[src/hw/ctrl_pkg.sv]
`default_nettype none

package ctrl_pkg;

  //////////////////////////////////////////////////////////////////////
  // widths
  //////////////////////////////////////////////////////////////////////

  // pc source select toward the fetch stage
  localparam int PC_MUX_W = 3;
  // operand source select toward the ID operand muxes
  localparam int FW_SEL_W = 2;
  // control transfer kind coming out of the decoder
  localparam int JUMP_W   = 2;
  // register operands checked for hazards, bit 0 is A, 1 is B, 2 is C
  localparam int NUM_OPS  = 3;

  //////////////////////////////////////////////////////////////////////
  // encodings
  //////////////////////////////////////////////////////////////////////

  // value 1 is left unused in the fetch stage mux
  typedef enum logic [PC_MUX_W-1:0] {
    PC_BOOT      = 3'd0,
    PC_JUMP      = 3'd2,
    PC_BRANCH    = 3'd3,
    PC_EXCEPTION = 3'd4,
    PC_ERET      = 3'd5
  } pc_mux_e;

  // where an ID-stage operand is taken from
  typedef enum logic [FW_SEL_W-1:0] {
    SEL_REGFILE = 2'd0,
    SEL_FW_EX   = 2'd1,
    SEL_FW_WB   = 2'd2
  } fw_sel_e;

  // jal and jalr resolve in ID, cond branches resolve in EX
  typedef enum logic [JUMP_W-1:0] {
    BRANCH_NONE = 2'd0,
    BRANCH_JAL  = 2'd1,
    BRANCH_JALR = 2'd2,
    BRANCH_COND = 2'd3
  } jump_e;

endpackage

`default_nettype wire
[src/hw/core_ctrl.sv]
`timescale 1ns/1ps
`default_nettype none

module core_ctrl
  import ctrl_pkg::*;
(
  input  logic               clk,
  input  logic               rst_n,
  input  logic               fetch_enable_i,

  // decoder
  input  logic               instr_valid_i,
  input  logic               illegal_insn_i,
  input  logic               mret_insn_i,
  input  logic               pipe_flush_i,
  input  jump_e              jump_in_dec_i,
  input  logic               branch_taken_ex_i,

  // exception controller
  input  logic               int_req_i,
  input  logic               ext_req_i,

  // pipeline progress
  input  logic               id_ready_i,
  input  logic               ex_valid_i,

  // register write ports and operand matches
  input  logic               data_req_ex_i,
  input  logic               regfile_we_ex_i,
  input  logic               regfile_we_wb_i,
  input  logic               regfile_alu_we_fw_i,
  input  logic [NUM_OPS-1:0] rd_ex_match_i,
  input  logic [NUM_OPS-1:0] rd_wb_match_i,
  input  logic [NUM_OPS-1:0] rd_alu_match_i,

  input  logic               csr_busy_i,
  input  logic               csr_access_id_i,
  input  logic               data_misaligned_i,
  input  logic               mult_multicycle_i,

  // fetch and status
  output logic               ctrl_busy_o,
  output logic               is_decoding_o,
  output logic               instr_req_o,
  output logic               pc_set_o,
  output pc_mux_e            pc_mux_o,

  // exception handshake
  output logic               exc_ack_o,
  output logic               irq_ack_o,
  output logic               exc_save_if_o,
  output logic               exc_save_id_o,
  output logic               exc_restore_mret_o,

  output logic               halt_if_o,
  output logic               halt_id_o,

  // stalls
  output logic               load_stall_o,
  output logic               jr_stall_o,
  output logic               csr_stall_o,
  output logic               deassert_we_o,

  // operand muxes in ID
  output fw_sel_e            operand_a_sel_o,
  output fw_sel_e            operand_b_sel_o,
  output fw_sel_e            operand_c_sel_o
);

  // fsm to hazard unit and back
  logic is_decoding;
  logic jr_stall;

  assign is_decoding_o = is_decoding;
  assign jr_stall_o    = jr_stall;

  //////////////////////////////////////////////////////////////////////
  // control fsm
  //////////////////////////////////////////////////////////////////////

  ctrl_fsm u_ctrl_fsm (
    .clk                (clk),
    .rst_n              (rst_n),
    .fetch_enable_i     (fetch_enable_i),
    .instr_valid_i      (instr_valid_i),
    .branch_taken_ex_i  (branch_taken_ex_i),
    .jump_in_dec_i      (jump_in_dec_i),
    .mret_insn_i        (mret_insn_i),
    .pipe_flush_i       (pipe_flush_i),
    .int_req_i          (int_req_i),
    .ext_req_i          (ext_req_i),
    .id_ready_i         (id_ready_i),
    .ex_valid_i         (ex_valid_i),
    .jr_stall_i         (jr_stall),
    .ctrl_busy_o        (ctrl_busy_o),
    .is_decoding_o      (is_decoding),
    .instr_req_o        (instr_req_o),
    .pc_set_o           (pc_set_o),
    .pc_mux_o           (pc_mux_o),
    .exc_ack_o          (exc_ack_o),
    .irq_ack_o          (irq_ack_o),
    .exc_save_if_o      (exc_save_if_o),
    .exc_save_id_o      (exc_save_id_o),
    .exc_restore_mret_o (exc_restore_mret_o),
    .halt_if_o          (halt_if_o),
    .halt_id_o          (halt_id_o)
  );

  //////////////////////////////////////////////////////////////////////
  // hazards and forwarding
  //////////////////////////////////////////////////////////////////////

  hazard_unit u_hazard_unit (
    .is_decoding_i       (is_decoding),
    .illegal_insn_i      (illegal_insn_i),
    .data_req_ex_i       (data_req_ex_i),
    .regfile_we_ex_i     (regfile_we_ex_i),
    .regfile_we_wb_i     (regfile_we_wb_i),
    .regfile_alu_we_fw_i (regfile_alu_we_fw_i),
    .rd_ex_match_i       (rd_ex_match_i),
    .rd_wb_match_i       (rd_wb_match_i),
    .rd_alu_match_i      (rd_alu_match_i),
    .jump_in_dec_i       (jump_in_dec_i),
    .csr_busy_i          (csr_busy_i),
    .csr_access_id_i     (csr_access_id_i),
    .load_stall_o        (load_stall_o),
    .jr_stall_o          (jr_stall),
    .csr_stall_o         (csr_stall_o),
    .deassert_we_o       (deassert_we_o)
  );

  // selects only depend on top-level inputs
  fwd_unit u_fwd_unit (
    .regfile_we_wb_i     (regfile_we_wb_i),
    .regfile_alu_we_fw_i (regfile_alu_we_fw_i),
    .rd_wb_match_i       (rd_wb_match_i),
    .rd_alu_match_i      (rd_alu_match_i),
    .data_misaligned_i   (data_misaligned_i),
    .mult_multicycle_i   (mult_multicycle_i),
    .operand_a_sel_o     (operand_a_sel_o),
    .operand_b_sel_o     (operand_b_sel_o),
    .operand_c_sel_o     (operand_c_sel_o)
  );

endmodule

`default_nettype wire

[src/hw/fwd_unit.sv]
`timescale 1ns/1ps
`default_nettype none

module fwd_unit
  import ctrl_pkg::*;
(
  // write ports ahead of ID
  input  logic               regfile_we_wb_i,
  input  logic               regfile_alu_we_fw_i,
  input  logic [NUM_OPS-1:0] rd_wb_match_i,
  input  logic [NUM_OPS-1:0] rd_alu_match_i,

  // lsu and multiplier overrides
  input  logic               data_misaligned_i,
  input  logic               mult_multicycle_i,

  output fw_sel_e            operand_a_sel_o,
  output fw_sel_e            operand_b_sel_o,
  output fw_sel_e            operand_c_sel_o
);

  // index 0 is A, 1 is B, 2 is C
  fw_sel_e sel [NUM_OPS];

  always_comb begin
    for (int i = 0; i < NUM_OPS; i++) begin
      // nearest producer wins
      if (regfile_alu_we_fw_i && rd_alu_match_i[i]) begin
        sel[i] = SEL_FW_EX;
      end else if (regfile_we_wb_i && rd_wb_match_i[i]) begin
        sel[i] = SEL_FW_WB;
      end else begin
        sel[i] = SEL_REGFILE;
      end
    end

    // second half of a misaligned access
    // A takes the address from EX, B is the plain register
    if (data_misaligned_i) begin
      sel[0] = SEL_FW_EX;
      sel[1] = SEL_REGFILE;
    end else if (mult_multicycle_i) begin
      // multiplier keeps its partial result on C
      sel[2] = SEL_FW_EX;
    end
  end

  assign operand_a_sel_o = sel[0];
  assign operand_b_sel_o = sel[1];
  assign operand_c_sel_o = sel[2];

endmodule

`default_nettype wire

[src/hw/hazard_unit.sv]
`timescale 1ns/1ps
`default_nettype none

module hazard_unit
  import ctrl_pkg::*;
(
  // decode status
  input  logic               is_decoding_i,
  input  logic               illegal_insn_i,

  // load in EX
  input  logic               data_req_ex_i,

  // write ports that may target an ID operand
  input  logic               regfile_we_ex_i,
  input  logic               regfile_we_wb_i,
  input  logic               regfile_alu_we_fw_i,
  input  logic [NUM_OPS-1:0] rd_ex_match_i,
  input  logic [NUM_OPS-1:0] rd_wb_match_i,
  input  logic [NUM_OPS-1:0] rd_alu_match_i,

  input  jump_e              jump_in_dec_i,

  // csr file state
  input  logic               csr_busy_i,
  input  logic               csr_access_id_i,

  output logic               load_stall_o,
  output logic               jr_stall_o,
  output logic               csr_stall_o,
  output logic               deassert_we_o
);

  // per write port, does it hit operand A
  logic wb_hits_a;
  logic ex_hits_a;
  logic alu_hits_a;

  assign wb_hits_a  = regfile_we_wb_i     & rd_wb_match_i[0];
  assign ex_hits_a  = regfile_we_ex_i     & rd_ex_match_i[0];
  assign alu_hits_a = regfile_alu_we_fw_i & rd_alu_match_i[0];

  // load data is not ready before WB, so any consumer waits
  assign load_stall_o = data_req_ex_i & regfile_we_ex_i & (|rd_ex_match_i);

  // jalr target is computed in ID, no forwarding onto the pc path
  assign jr_stall_o = (jump_in_dec_i == BRANCH_JALR) & (wb_hits_a | ex_hits_a | alu_hits_a);

  // coarse check, any csr access waits for a busy csr file
  assign csr_stall_o = csr_busy_i & csr_access_id_i;

  // the instruction in ID must not write back
  assign deassert_we_o = load_stall_o | jr_stall_o | csr_stall_o |
                         illegal_insn_i | ~is_decoding_i;

endmodule

`default_nettype wire

[src/hw/ctrl_fsm.sv]
`timescale 1ns/1ps
`default_nettype none

module ctrl_fsm
  import ctrl_pkg::*;
(
  input  logic    clk,
  input  logic    rst_n,

  // core enable
  input  logic    fetch_enable_i,

  // instruction in ID and branch result from EX
  input  logic    instr_valid_i,
  input  logic    branch_taken_ex_i,
  input  jump_e   jump_in_dec_i,
  input  logic    mret_insn_i,
  input  logic    pipe_flush_i,

  // exception controller requests
  input  logic    int_req_i,
  input  logic    ext_req_i,

  // pipeline progress
  input  logic    id_ready_i,
  input  logic    ex_valid_i,

  // jump target register still in flight
  input  logic    jr_stall_i,

  output logic    ctrl_busy_o,
  output logic    is_decoding_o,
  output logic    instr_req_o,
  output logic    pc_set_o,
  output pc_mux_e pc_mux_o,

  output logic    exc_ack_o,
  output logic    irq_ack_o,
  output logic    exc_save_if_o,
  output logic    exc_save_id_o,
  output logic    exc_restore_mret_o,

  output logic    halt_if_o,
  output logic    halt_id_o
);

  // state encoding is private to this block
  typedef enum logic [2:0] {
    RESET,
    BOOT_SET,
    SLEEP,
    FIRST_FETCH,
    DECODE,
    FLUSH_EX,
    FLUSH_WB
  } ctrl_state_e;

  ctrl_state_e state_q;
  ctrl_state_e state_d;

  // one redirect per jump, held until ID accepts the next instruction
  logic jump_done_q;
  logic jump_done_d;

  logic exc_req;
  logic is_jump;

  // any request that needs the trap vector
  assign exc_req = int_req_i | ext_req_i;
  // only unconditional jumps redirect from ID
  assign is_jump = (jump_in_dec_i == BRANCH_JAL) || (jump_in_dec_i == BRANCH_JALR);

  //////////////////////////////////////////////////////////////////////
  // next state and outputs
  //////////////////////////////////////////////////////////////////////

  always_comb begin
    // defaults for a running core
    state_d            = state_q;
    jump_done_d        = jump_done_q;
    instr_req_o        = 1'b1;
    ctrl_busy_o        = 1'b1;
    is_decoding_o      = 1'b0;
    pc_set_o           = 1'b0;
    pc_mux_o           = PC_BOOT;
    exc_ack_o          = 1'b0;
    irq_ack_o          = 1'b0;
    exc_save_if_o      = 1'b0;
    exc_save_id_o      = 1'b0;
    exc_restore_mret_o = 1'b0;
    halt_if_o          = 1'b0;
    halt_id_o          = 1'b0;

    case (state_q)
      // idle until the core is enabled
      RESET: begin
        instr_req_o = 1'b0;
        ctrl_busy_o = 1'b0;
        if (fetch_enable_i) begin
          state_d = BOOT_SET;
        end
      end

      // load the boot address into the fetch stage
      BOOT_SET: begin
        pc_set_o = 1'b1;
        pc_mux_o = PC_BOOT;
        state_d  = FIRST_FETCH;
      end

      // pipeline is empty, wait for enable or a request
      SLEEP: begin
        instr_req_o = 1'b0;
        ctrl_busy_o = 1'b0;
        halt_if_o   = 1'b1;
        halt_id_o   = 1'b1;
        if (fetch_enable_i || exc_req) begin
          state_d = FIRST_FETCH;
        end
      end

      // wait for the first instruction to reach ID
      FIRST_FETCH: begin
        if (id_ready_i) begin
          state_d = DECODE;
        end
        // a request that woke us is taken right away
        // pipeline was flushed before sleep, so the IF pc is the one to save
        if (exc_req) begin
          pc_set_o      = 1'b1;
          pc_mux_o      = PC_EXCEPTION;
          exc_ack_o     = 1'b1;
          irq_ack_o     = ext_req_i;
          exc_save_if_o = 1'b1;
        end
      end

      DECODE: begin
        // the ID instruction is dropped when EX takes a branch
        if (instr_valid_i && !branch_taken_ex_i) begin
          is_decoding_o = 1'b1;

          // external interrupt beats everything decoded in ID
          if (ext_req_i) begin
            halt_if_o = 1'b1;
            halt_id_o = 1'b1;
            state_d   = FLUSH_EX;
          end else if (is_jump) begin
            pc_mux_o = PC_JUMP;
            // jalr waits for its base register
            if (!jr_stall_i && !jump_done_q) begin
              pc_set_o    = 1'b1;
              jump_done_d = 1'b1;
            end
          end else if (mret_insn_i) begin
            pc_mux_o           = PC_ERET;
            exc_restore_mret_o = 1'b1;
            if (!jump_done_q) begin
              pc_set_o    = 1'b1;
              jump_done_d = 1'b1;
            end
            // return into sleep when the core was disabled
            if (!fetch_enable_i) begin
              halt_if_o = 1'b1;
              halt_id_o = 1'b1;
              state_d   = FLUSH_EX;
            end
          end else if (int_req_i) begin
            // ecall, illegal and friends
            halt_if_o = 1'b1;
            halt_id_o = 1'b1;
            state_d   = FLUSH_EX;
          end else if (pipe_flush_i) begin
            // wfi, drain and maybe sleep
            halt_if_o = 1'b1;
            halt_id_o = 1'b1;
            state_d   = FLUSH_EX;
          end
        end

        // taken branch in EX wins the pc select
        if (branch_taken_ex_i) begin
          pc_set_o      = 1'b1;
          pc_mux_o      = PC_BRANCH;
          is_decoding_o = 1'b0;
        end
      end

      // bubble into EX until the stage drains
      FLUSH_EX: begin
        halt_if_o = 1'b1;
        halt_id_o = 1'b1;
        if (ex_valid_i) begin
          state_d = FLUSH_WB;
        end
      end

      // one cycle, WB is empty afterwards
      FLUSH_WB: begin
        halt_if_o = 1'b1;
        halt_id_o = 1'b1;
        if (fetch_enable_i) begin
          state_d = DECODE;
          if (int_req_i) begin
            pc_set_o      = 1'b1;
            pc_mux_o      = PC_EXCEPTION;
            exc_ack_o     = 1'b1;
            exc_save_id_o = 1'b1;
          end else if (ext_req_i) begin
            pc_set_o      = 1'b1;
            pc_mux_o      = PC_EXCEPTION;
            exc_ack_o     = 1'b1;
            irq_ack_o     = 1'b1;
            exc_save_id_o = 1'b1;
          end else begin
            // nothing to take, let fetch resume
            halt_if_o = 1'b0;
          end
        end else begin
          state_d = SLEEP;
        end
      end

      default: begin
        instr_req_o = 1'b0;
        state_d     = RESET;
      end
    endcase
  end

  //////////////////////////////////////////////////////////////////////
  // state registers
  //////////////////////////////////////////////////////////////////////

  always_ff @(posedge clk or negedge rst_n) begin
    if (!rst_n) begin
      state_q     <= RESET;
      jump_done_q <= 1'b0;
    end else begin
      state_q     <= state_d;
      // ID took a new instruction, so the next jump may redirect again
      jump_done_q <= jump_done_d & ~id_ready_i;
    end
  end

endmodule

`default_nettype wire

[config.mk]
export PLATFORM = sky130hd
export DESIGN_NAME = core_ctrl
export DESIGN_NICKNAME = d
export VERILOG_FILES = /design/src/hw/ctrl_pkg.sv /design/src/hw/core_ctrl.sv /design/src/hw/fwd_unit.sv /design/src/hw/hazard_unit.sv /design/src/hw/ctrl_fsm.sv
export SDC_FILE = /design/constraint.sdc
export NUM_CORES = 1
export LEC_CHECK = 0
export BUFFER_PORTS_ARGS = -buffer_cell sky130_fd_sc_hd__buf_2
export CAP_MARGIN = 0
export CORE_MARGIN = 2
export CORE_UTILIZATION = 38
export DETAILED_ROUTE_END_ITERATION = 10
export GPL_ROUTABILITY_DRIVEN = 0
export PLACE_DENSITY = 0.79
export SETUP_SLACK_MARGIN = 0.1
export SYNTH_ARGS = -nofsm -noshare
export SYNTH_HDL_FRONTEND = slang
export SYNTH_HIERARCHICAL = 1
export SYNTH_SLANG_ARGS = --single-unit
export TNS_END_PERCENT = 1
[constraint.sdc]
create_clock -name clk -period 1.5 [get_ports clk]
set_input_delay 0.075 -clock clk [delete_from_list [all_inputs] [get_ports clk]]
set_output_delay 0.075 -clock clk [all_outputs]
set_load 0.01 [all_outputs]
==> key figures, run 1 <==
STA
  • Fin crit share: 105%
  • Unrepaired setup endpoints after global routing: true
  • Max Clock Freq: 634 MHz
  • Post-route setup slack: -78.2 ps
  • Count of final setup violators: 3
  • Worst slew margin: between 70 and 80%
  • Min Clock Period, post-route: around 1600 ps
  • Worst slew pin tran: just under 400 ps
  • Clock Skews: around 5.4 ps
  • Final Slew Violations: 0
  • Hold Violations, Final: 0

Synthesis
  • Distinct cells, synth: 36
  • Post-synthesis simple-gate area fraction: between 30 and 40%
  • Synth Cell Area: between 600 and 700 um2
  • Synth Area in Adders: 3.83%
  • Syn avg cell area: about 6.8 um2
  • Post-Syn Nets: between 100 and 150
  • Flops & latches, synth: 4
  • Largest family of logic cells by synthesized area: simple AND/OR/NAND/NOR gates
  • Sequential share of the synthesized area: ~15%
  • Complex-gate fraction of the synthesized area: 31.6%
  • Post-synthesis mux area share: 0%
  • XOR/XNOR Fraction of Synth Area: 2.49%
  • Syn Inst Count: 96
  • Synth warnings: 6

GRT
  • Initial antenna violation count: 0
  • Largest net degree at the start of global routing: 11
  • Total track usage: about a quarter
  • Grt ovf: 0
  • First-pass GRT wire length: about 3.7 mm
  • Vias in the first global route: about 900

Pwr
  • Maximum VDD drop: between 1 and 1.5 mV
  • Leak: ~0.61 nW
  • PD cells: roughly 1400 mW/mm2
  • Overall power: approximately 0.0016 W

Critical path
  • Req. time, crit path: ~1400 ps
  • Startpoint types: flip-flop
  • CP Capture Type: output pin
  • Reg2reg start: u_ctrl_fsm/state_q[1]
  • Most common cell on crit path: buf_6
  • Worst-path fanout max: 4
  • WS Path Type: reg -> out
  • R2R depth: 5
  • Critical-path top delay cell: dfrtp_2
  • Worst path buffer plus inverter count: 3
  • Cell Chain, Critical Path: buf_6 -> nor2_4 -> buf_6 -> nand4_1 -> o211ai_1 -> buf_2
  • CP peak stage delay: between 400 and 500 ps
  • CP arrival: approximately 1500 ps
  • Reg2Reg Setup Slack: ~280 ps
  • Kind of cell adding the most delay to the critical path: flip-flops
  • RR Endpoint: u_ctrl_fsm/state_q[0]

Detailed routing
  • Vias: about 980
  • Post-route DRC: 0
  • Detailed Route WL: 2.34 mm
  • Pre-antenna DRT Iters: 4
  • Initial DRC Count: 27
  • Final ANT Viol Nets: 0
  • WL/cell: between 10 and 15 um
  • Via/cell ratio: roughly 5.5

Cells and area
  • Final core utilization: 73.1%
  • Layout cells sized above 1: 56.4%
  • Area growth syn-to-layout: 74.5%
  • Post-layout nets: about 200
  • Filler cell count: 124
  • ANT cells: 0

Place
  • Port bufs: between 50 and 60
  • Detailed placement HPWL: about 1.7 mm
  • Post-place setup slack: ~100 ps

Min path
  • Hold_sp: id_ready_i
  • Min-Delay Path Depth: 2
  • WHS Endpoint: u_ctrl_fsm/jump_done_q
  • Hold Path Class: in -> reg

Floorplanning
  • Site row count: 14
  • Core area: around 0.0016 mm2
  • Die height: approximately 45 um
  • IO Count: 55
  • Die width: approximately 45 um
  • Initial Util: 41.9%
  • Die area: roughly 0.0021 mm2

Clock network
  • Clock Sinks: 4
  • Num CTS Buffers: 3
  • TritonCTS clock tree: built
  • CTS Buffer Depth: 2
  • Clock slew at reported path FFs: around 40 ps
  • CTS root buffer: clkbuf_4
  • H-tree levels: 1
  • Clk_lat worst skew: 240 ps

Outcome
  • Outcome: complete, but fails checks
  • Failing checks: setup timing

Flow run
  • Max-cap violations: 0
layer usage:
| layer | up-vias | track usage [%] | share of wire (%) |
|---|---|---|---|
| met5 | - | 0 | 0 |
| met4 | 0 | 9.41 | 0 |
| met3 | 0 | 2.38 | 8.4 |
| met2 | 60 | 44.8 | 51 |
| met1 | 443 | 26.8 | 41 |
| li1 | 480 | - | - |
where the power goes:
| group | total, W | internal [W] | switching (W) | leakage, nW |
|---|---|---|---|---|
| sequential | 0.000215 | 0.000154 | 0.0000610 | 0.0480 |
| combinational | 0.00127 | 0.000620 | 0.000646 | 0.548 |
| clock | 0.000139 | 0.0000898 | 0.0000487 | 0.0138 |
how the worst max path moves through the flow:
| stage | start | end | slack [ps] | cells past startpoint |
|---|---|---|---|---|
| after CTS | u_ctrl_fsm/state_q[1] | pc_mux_o[2] | -40 | 6 |
| after global placement | u_ctrl_fsm/state_q[1] | deassert_we_o | 160 | 6 |
| after global routing | u_ctrl_fsm/state_q[0] | deassert_we_o | -160 | 6 |
| final | u_ctrl_fsm/state_q[0] | pc_set_o | -80 | 6 |
| after floorplan | u_ctrl_fsm/state_q[2] | pc_set_o | 120 | 5 |
| after detailed placement | u_ctrl_fsm/state_q[1] | deassert_we_o | 100 | 6 |
worst register-to-register path, cell delays in order (launching register included):
cell,delay [ps]
dfrtp_1,400
buf_4,180
buf_4,160
nor2_1,110
o21ai_0,90
o211ai_1,190
layout make-up:
cell class                      count  area [um2]  share of cell area (%)
Clock buffer                        3        22.5                    1.98
Inverter                           10        37.5                    3.29
Multi-Input combinational cell     79         559                    49.1
Sequential cell                     4         103                    9.00
Tap cell                           16        20.0                    1.76
Timing Repair Buffer               67         398                    34.9
registers in the layout, indices dropped and copies added, names as in the netlist:
name / cells
u_ctrl_fsm/state_q: 3
u_ctrl_fsm/jump_done_q: 1
cell families (layout without fill, tap and decap cells):
group / after synthesis / in the layout
and+or+nand+nor: 44 / 44
AOI/OAI and AO/OA: 32 / 32
buffers and inverters: 13 / 80
DFF: 4 / 4
adders and majority gates: 2 / 2
xor gates and xnor gates: 1 / 1
per-stage QoR:
step / std cells / area (um2) / setup TNS (ps) / hold slack [ps]
floorplan: 96 / 653 / 0 / -221
global placement: 170 / 972 / 0 / -112
detailed placement: 170 / 972 / 0 / -114
CTS: 179 / 1110 / -101 / 81.2
global route: 179 / 1140 / -553 / 105
finish: 179 / 1140 / -202 / 93.7
synthesized netlist by cell type:
cell | number | share of area [%]
a211oi_1 | 1 | 1.1
a21oi_1 | 6 | 4.6
a222oi_1 | 1 | 1.5
a31o_2 | 1 | 1.3
and2_1 | 1 | 0.96
and3_1 | 2 | 1.9
and3_2 | 1 | 1.1
and4_4 | 1 | 1.7
buf_2 | 2 | 1.5
clkbuf_8 | 1 | 2.1
dfrtp_1 | 4 | 15
ha_1 | 2 | 3.8
inv_1 | 10 | 5.7
nand2_1 | 12 | 6.9
nand2b_1 | 3 | 2.9
nand3_1 | 1 | 0.77
nand4_1 | 3 | 2.9
nor2_1 | 8 | 4.6
nor2_2 | 2 | 1.9
nor2b_1 | 2 | 1.9
nor2b_2 | 3 | 4.0
nor3_1 | 1 | 0.77
nor3_2 | 2 | 3.1
o2111a_1 | 1 | 1.7
o2111ai_1 | 1 | 1.3
o211ai_1 | 3 | 3.4
o21a_1 | 1 | 1.1
o21ai_0 | 8 | 6.1
o21ai_1 | 3 | 2.3
o22a_1 | 1 | 1.3
o22ai_1 | 3 | 2.9
o311ai_0 | 1 | 1.3
o311ai_1 | 1 | 1.3
or2_1 | 1 | 0.96
or2_2 | 1 | 0.96
xor2_2 | 1 | 2.5
repair_timing:
item | in CTS | in global routing
pin swaps | 7 | 7
setup endpoints to repair | 10 | 11
hold endpoints to repair | 4 | 0
buffers inserted | 5 | 0
hold buffers | 1 | 0
gates resized for setup | 15 | 8
placed cells by master (no fill, tap or decap), types with 2 or more instances in the layout:
cell | netlist | final
a21oi_1 | 6 | 6
and3_1 | 2 | 2
buf_2 | 2 | 52
buf_4 | 0 | 8
buf_6 | 0 | 6
clkbuf_4 | 0 | 3
dfrtp_1 | 4 | 2
dfrtp_2 | 0 | 2
inv_1 | 10 | 9
nand2_1 | 12 | 10
nand2b_1 | 3 | 2
nand4_1 | 3 | 3
nor2_1 | 8 | 8
nor2b_1 | 2 | 2
nor2b_2 | 3 | 3
o211ai_1 | 3 | 3
o21ai_0 | 8 | 8
o21ai_1 | 3 | 2
o22ai_1 | 3 | 2
Power figures use the tool's default switching activity.
==> inputs of run 2 (changes only) <==
--- a/config.mk
+++ b/config.mk
@@ -8,13 +8,12 @@
 export BUFFER_PORTS_ARGS = -buffer_cell sky130_fd_sc_hd__buf_2
 export CAP_MARGIN = 0
 export CORE_MARGIN = 2
-export CORE_UTILIZATION = 38
+export CORE_UTILIZATION = 36
 export DETAILED_ROUTE_END_ITERATION = 10
 export GPL_ROUTABILITY_DRIVEN = 0
-export PLACE_DENSITY = 0.79
+export PLACE_DENSITY = 0.77
 export SETUP_SLACK_MARGIN = 0.1
 export SYNTH_ARGS = -nofsm -noshare
 export SYNTH_HDL_FRONTEND = slang
-export SYNTH_HIERARCHICAL = 1
 export SYNTH_SLANG_ARGS = --single-unit
 export TNS_END_PERCENT = 1
==> key figures, run 2 <==
Synthesis
  • Post-synthesis simple-gate area fraction: around 40%
  • Asr flop ratio synth: 100%
  • Synth warnings: 0
  • Syn avg cell area: ~6.7 um2
  • XOR/XNOR Fraction of Synth Area: 1.45%
  • Flops & latches, synth: 4
  • Post-synthesis mux area share: 0%
  • Synth top area cells: dfrtp_1, o21ai_0, nand2_1
  • Syn Inst Count: 91
  • Yosys top cell area share: between 15 and 20%
  • Top-count cell post-synth: nand2_1
  • Top cell type by total area after synthesis: dfrtp_1
  • Synth Cell Area: ~610 um2
  • Prevailing post-synth register cell: dfrtp_1
  • Distinct cells, synth: 33
  • Post-Syn Nets: 123
  • Largest family of logic cells by synthesized area: simple AND/OR/NAND/NOR gates
  • EDFF count, synth: 0
  • Synth Area in Adders: around 2.1%
  • Complex-gate fraction of the synthesized area: ~30%
  • Sequential share of the synthesized area: between 10% and 20%
  • Synth top cells by count: nand2_1, nor2_1, o21ai_0

Cells and area
  • Post-layout nets: around 180
  • Filler cell count: between 100 and 150
  • Final core utilization: 61.7%
  • ANT cells: 0
  • Max FFs per register: 3
  • Layout cells sized above 1: 45.6%
  • Commonest non-fill, non-tap cell in the layout: buf_2
  • Largest regs: u_ctrl_fsm.state_q (3), u_ctrl_fsm.jump_done_q (1)
  • Area growth syn-to-layout: 57.0%
  • Sequential cell area: approximately 100 um2
  • Biggest register: u_ctrl_fsm.state_q
  • Area of the multi-input gates: 458 um2
  • Most frequent cells in the layout: buf_2, nand2_1, nor2_1, o21ai_0, inv_1

Critical path
  • Reg2reg start: u_ctrl_fsm.state_q[0]
  • WS Path Type: reg -> out
  • Critical-path top delay cell: or3b_4
  • RR Endpoint: u_ctrl_fsm.jump_done_q
  • Worst-path fanout max: 3
  • Cell Chain, Critical Path: or3b_4 -> nor3_4 -> o211a_1 -> a211o_2 -> buf_6
  • Kind of cell adding the most delay to the critical path: simple AND/OR/NAND/NOR gates
  • R2R depth: 5
  • CP Capture Type: output pin
  • CP peak stage delay: about 420 ps
  • Reg2Reg Setup Slack: ~60 ps
  • CP arrival: around 1600 ps
  • Startpoint types: flip-flop
  • Req. time, crit path: approximately 1400 ps
  • Worst path buffer plus inverter count: 1

Floorplanning
  • Die area: 0.00203 mm2
  • Die width: 45.0 um
  • Die height: between 40 and 50 um
  • Site row count: 14
  • Initial Util: between 30% and 40%
  • Core area: ~0.0015 mm2
  • IO Count: 55

STA
  • Max Clock Freq: between 500 and 600 MHz
  • Min Clock Period, post-route: around 1700 ps
  • Fin crit share: 112%
  • Worst slew pin tran: 259 ps
  • Worst slew margin: around 83%
  • Unrepaired setup endpoints after global routing: true
  • Fin Hold WS: ~130 ps
  • Final Slew Violations: 0
  • Hold Violations, Final: 0
  • Post-route setup slack: -185 ps
  • Clock Skews: 6.09 ps
  • Setup_tns: -701 ps
  • Count of final setup violators: 8

Place
  • Port bufs: 54
  • Detailed placement HPWL: 1.56 mm

Detailed routing
  • Detailed Route WL: slightly below 2 mm
  • Via/cell ratio: roughly 5.3
  • Pre-antenna DRT Iters: 4
  • Vias: approximately 870
  • Final ANT Viol Nets: 0
  • Initial DRC Count: 17
  • WL/cell: about 12 um
  • Post-route DRC: 0

Min path
  • Hold_sp: id_ready_i
  • WHS Endpoint: u_ctrl_fsm.state_q[2]
  • Hold Path Class: in -> reg
  • Min-Delay Path Depth: 2

Clock network
  • TritonCTS clock tree: built
  • CTS Buffer Depth: 2
  • Clock slew at reported path FFs: roughly 40 ps
  • Clk_lat worst skew: approximately 230 ps
  • H-tree levels: 1
  • Num CTS Buffers: 3
  • CTS root buffer: clkbuf_4
  • Clock Sinks: 4

Pwr
  • Maximum VDD drop: 1.16 mV
  • Leak: around 0.56 nW
  • Overall power: around 0.0013 W
  • PD cells: between 1000 and 1500 mW/mm2

GRT
  • Initial antenna violation count: 0
  • First-pass GRT wire length: roughly 2.9 mm
  • Vias in the first global route: around 770
  • Grt ovf: 0
  • Total track usage: 18.9%
  • Largest net degree at the start of global routing: 16

Flow run
  • Max-cap violations: 0

Outcome
  • Outcome: complete, but fails checks
  • Failing checks: setup timing
==> run 2: worst max path at each step <==
stage	depth (start not counted)	slack (ps)	endpoint	start
final	5	-190	pc_set_o	u_ctrl_fsm.state_q[0]
after global routing	5	-270	pc_set_o	u_ctrl_fsm.state_q[0]
after CTS	5	-190	pc_set_o	u_ctrl_fsm.state_q[0]
after detailed placement	7	40	halt_if_o	jump_in_dec_i[0]
after global placement	7	60	halt_if_o	jump_in_dec_i[0]
after floorplan	5	90	pc_set_o	u_ctrl_fsm.state_q[0]
==> run 2: area by class of cell <==
class | instances | share of cell area, %
multi-input cells | 75 | 48.2
repair buffers | 59 | 33.7
flip-flops and latches | 4 | 10.5
inverters | 8 | 3.16
clock buffers | 3 | 2.37
well taps | 16 | 2.11
==> run 2: power by group <==
group / switching, W / internal [W]
Clock: 0.0000411 / 0.0000892
Sequential: 0.0000224 / 0.000149
Combinational: 0.000522 / 0.000433
Total: 0.000585 / 0.000672
==> run 2: per-layer routing <==
metal | vias up | wire length (um) | global-route usage [%]
met1 | 375 | 767 | 20.4
met2 | 55 | 974 | 35.7
met4 | 0 | 25 | 6.47
li1 | 438 | - | -
met3 | 6 | 198 | 4.00
met5 | - | 0 | 0
==> run 2: cells by family after synthesis <==
| logic type | count (synthesis) |
|---|---|
| and+or+nand+nor | 45 |
| AOI/OAI and AO/OA | 28 |
| buffers and inverters | 12 |
| DFF | 4 |
| xor gates and xnor gates | 1 |
| adders and majority gates | 1 |
==> run 2: stage by stage <==
stage / std cells / cell area, um2 / worst slack, ps
after global routing: 165 / 951 / -274
after floorplan: 91 / 606 / 88.5
after detailed placement: 160 / 895 / 38.6
after CTS: 164 / 937 / -187
after global placement: 160 / 895 / 55.9
final: 165 / 951 / -185
==> run 2: timing repair <==
action,4_1_cts,5_1_grt
hold buffers,1,0
setup endpoints to repair,11,12
resized for setup,2,2
hold endpoints to repair,4,0
pin swaps,0,2
buffers inserted,0,1
==> inputs of run 3 (changes only) <==
--- a/config.mk
+++ b/config.mk
@@ -12,6 +12,7 @@
 export DETAILED_ROUTE_END_ITERATION = 10
 export GPL_ROUTABILITY_DRIVEN = 0
 export PLACE_DENSITY = 0.77
+export RECOVER_POWER = 25
 export SETUP_SLACK_MARGIN = 0.1
 export SYNTH_ARGS = -nofsm -noshare
 export SYNTH_HDL_FRONTEND = slang
==> key figures, run 3 (synthesis results as in run 2) <==
Outcome
  • Outcome: complete, but fails checks
  • Failing checks: setup timing

Cells and area
  • Final core utilization: 61.5%
  • Post-layout nets: ~180
  • Biggest register: u_ctrl_fsm.state_q
  • Fin cells: 165
  • Most frequent cells in the layout: buf_2, nand2_1, nor2_1, o21ai_0, inv_1
  • Layout cells sized above 1: between 40% and 50%
  • Area growth syn-to-layout: 56.6%
  • ANT cells: 0
  • Max FFs per register: 3
  • Largest regs: u_ctrl_fsm.state_q (3), u_ctrl_fsm.jump_done_q (1)
  • Finished Cell Area: around 950 um2
  • Commonest non-fill, non-tap cell in the layout: buf_2

Pwr
  • Maximum VDD drop: ~1.1 mV
  • PD cells: 1330 mW/mm2
  • Clock Power Share: 10.4%
  • Sequential share of power: 13.6%
  • Gate power share: between 70 and 80%
  • Switching power: 0.000589 W
  • Leak: approximately 0.55 nW
  • Sw frac: a little under half
  • Internal: 0.000671 W

STA
  • Post-route setup slack: -186 ps
  • Worst slew pin tran: between 200 and 300 ps
  • Count of final setup violators: 8
  • Min Clock Period, post-route: about 1700 ps
  • Unrepaired setup endpoints after global routing: true
  • Hold Violations, Final: 0
  • Fin crit share: 112%
  • Max Clock Freq: about 600 MHz
  • Clock Skews: about 6.5 ps
  • Final Slew Violations: 0
  • Worst slew margin: about four fifths
  • Fin Hold WS: between 100 and 150 ps

Floorplanning
  • Site row count: 14
  • Core area: 0.00154 mm2
  • IO Count: 55
  • Initial Util: 39.3%
  • Die height: approximately 45 um
  • Die width: between 40 and 50 um
  • Die area: a little over 0.002 mm2

Clock network
  • CTS Buffer Depth: 2
  • Clock slew at reported path FFs: ~40 ps
  • H-tree levels: 1
  • Num CTS Buffers: 3
  • Clock Sinks: 4
  • Clk_lat worst skew: ~230 ps
  • CTS root buffer: clkbuf_4
  • TritonCTS clock tree: built

GRT
  • Vias in the first global route: a little under 800
  • Largest net degree at the start of global routing: 16
  • Initial antenna violation count: 0
  • Grt ovf: 0
  • Total track usage: between 10% and 20%
  • First-pass GRT wire length: 2.88 mm

Critical path
  • Startpoint types: flip-flop
  • Worst-path fanout max: 3
  • Req. time, crit path: 1420 ps
  • WS Path Type: reg -> out
  • CP arrival: about 1600 ps
  • CP Capture Type: output pin

Place
  • Post-place setup slack: around 39 ps
  • Detailed placement HPWL: roughly 1.6 mm
  • Port bufs: 54
  • Placement Cell Area: approximately 890 um2
  • Placed instance count: between 150 and 200

Detailed routing
  • Post-route DRC: 0
  • Initial DRC Count: 17
  • Final ANT Viol Nets: 0
  • Pre-antenna DRT Iters: 4
  • Detailed Route WL: 1.98 mm
  • Via/cell ratio: 5.26
  • WL/cell: roughly 12 um
  • Vias: ~870

Min path
  • Hold Path Class: in -> reg

Flow run
  • Max-cap violations: 0
run 3: cell type report:
cell class                      instances  area (um2)
Multi-Input combinational cell         75         458
Fill cell                             145         593
Timing Repair Buffer                   59         318
Sequential cell                         4         100
Clock buffer                            3        22.5
Tap cell                               16        20.0
Inverter                                8        30.0
run 3: per-stage QoR:
stage / setup TNS (ps) / total power, W
2_1_floorplan: 0 / 0.000789
3_3_place_gp: 0 / 0.00106
3_5_place_dp: 0 / 0.00106
4_1_cts: -772 / 0.00124
5_1_grt: -1400 / 0.00137
6_report: -704 / 0.00126
run 3: power by group through the flow:
stage               Clock [W]  Sequential [W]  Combinational, W
floorplan                   0        0.000181          0.000607
global placement            0        0.000170          0.000888
detailed placement          0        0.000171          0.000890
CTS                  0.000134        0.000173          0.000933
global route         0.000138        0.000176           0.00105
finish               0.000131        0.000172          0.000958
run 3: final timing paths:
kind	endpoint	from	slack, ps	depth (start not counted)
worst min register to register	u_ctrl_fsm.jump_done_q	u_ctrl_fsm.jump_done_q	530	1
worst min-delay path	u_ctrl_fsm.state_q[2]	id_ready_i	120	2
worst max register to register	u_ctrl_fsm.jump_done_q	u_ctrl_fsm.state_q[0]	60	5
min in group asynchronous	u_ctrl_fsm.state_q[1]	rst_n	200	2
worst max-delay path	pc_set_o	u_ctrl_fsm.state_q[0]	-190	5
max in group asynchronous	u_ctrl_fsm.state_q[2]	rst_n	1120	2
run 3: layer usage:
layer / part of all wire, % / global-route usage (%)
met5: 0 / 0
met4: 0.86 / 6.47
met3: 9.6 / 4.00
met2: 51 / 35.7
met1: 39 / 20.4
run 3: what timing repair did:
item	CTS	global route
endpoints found under the setup margin	11	12
hold buffers	1	0
buffers inserted	0	1
pin swaps	0	2
hold endpoints to repair	4	0
gates resized for setup	2	2
run 3: worst max-delay path, stage by stage, from the launching register on:
cell	delay, ps
dfrtp_1	370
or3b_4	420
nor3_4	160
o211a_1	200
a211o_2	140
buf_6	90
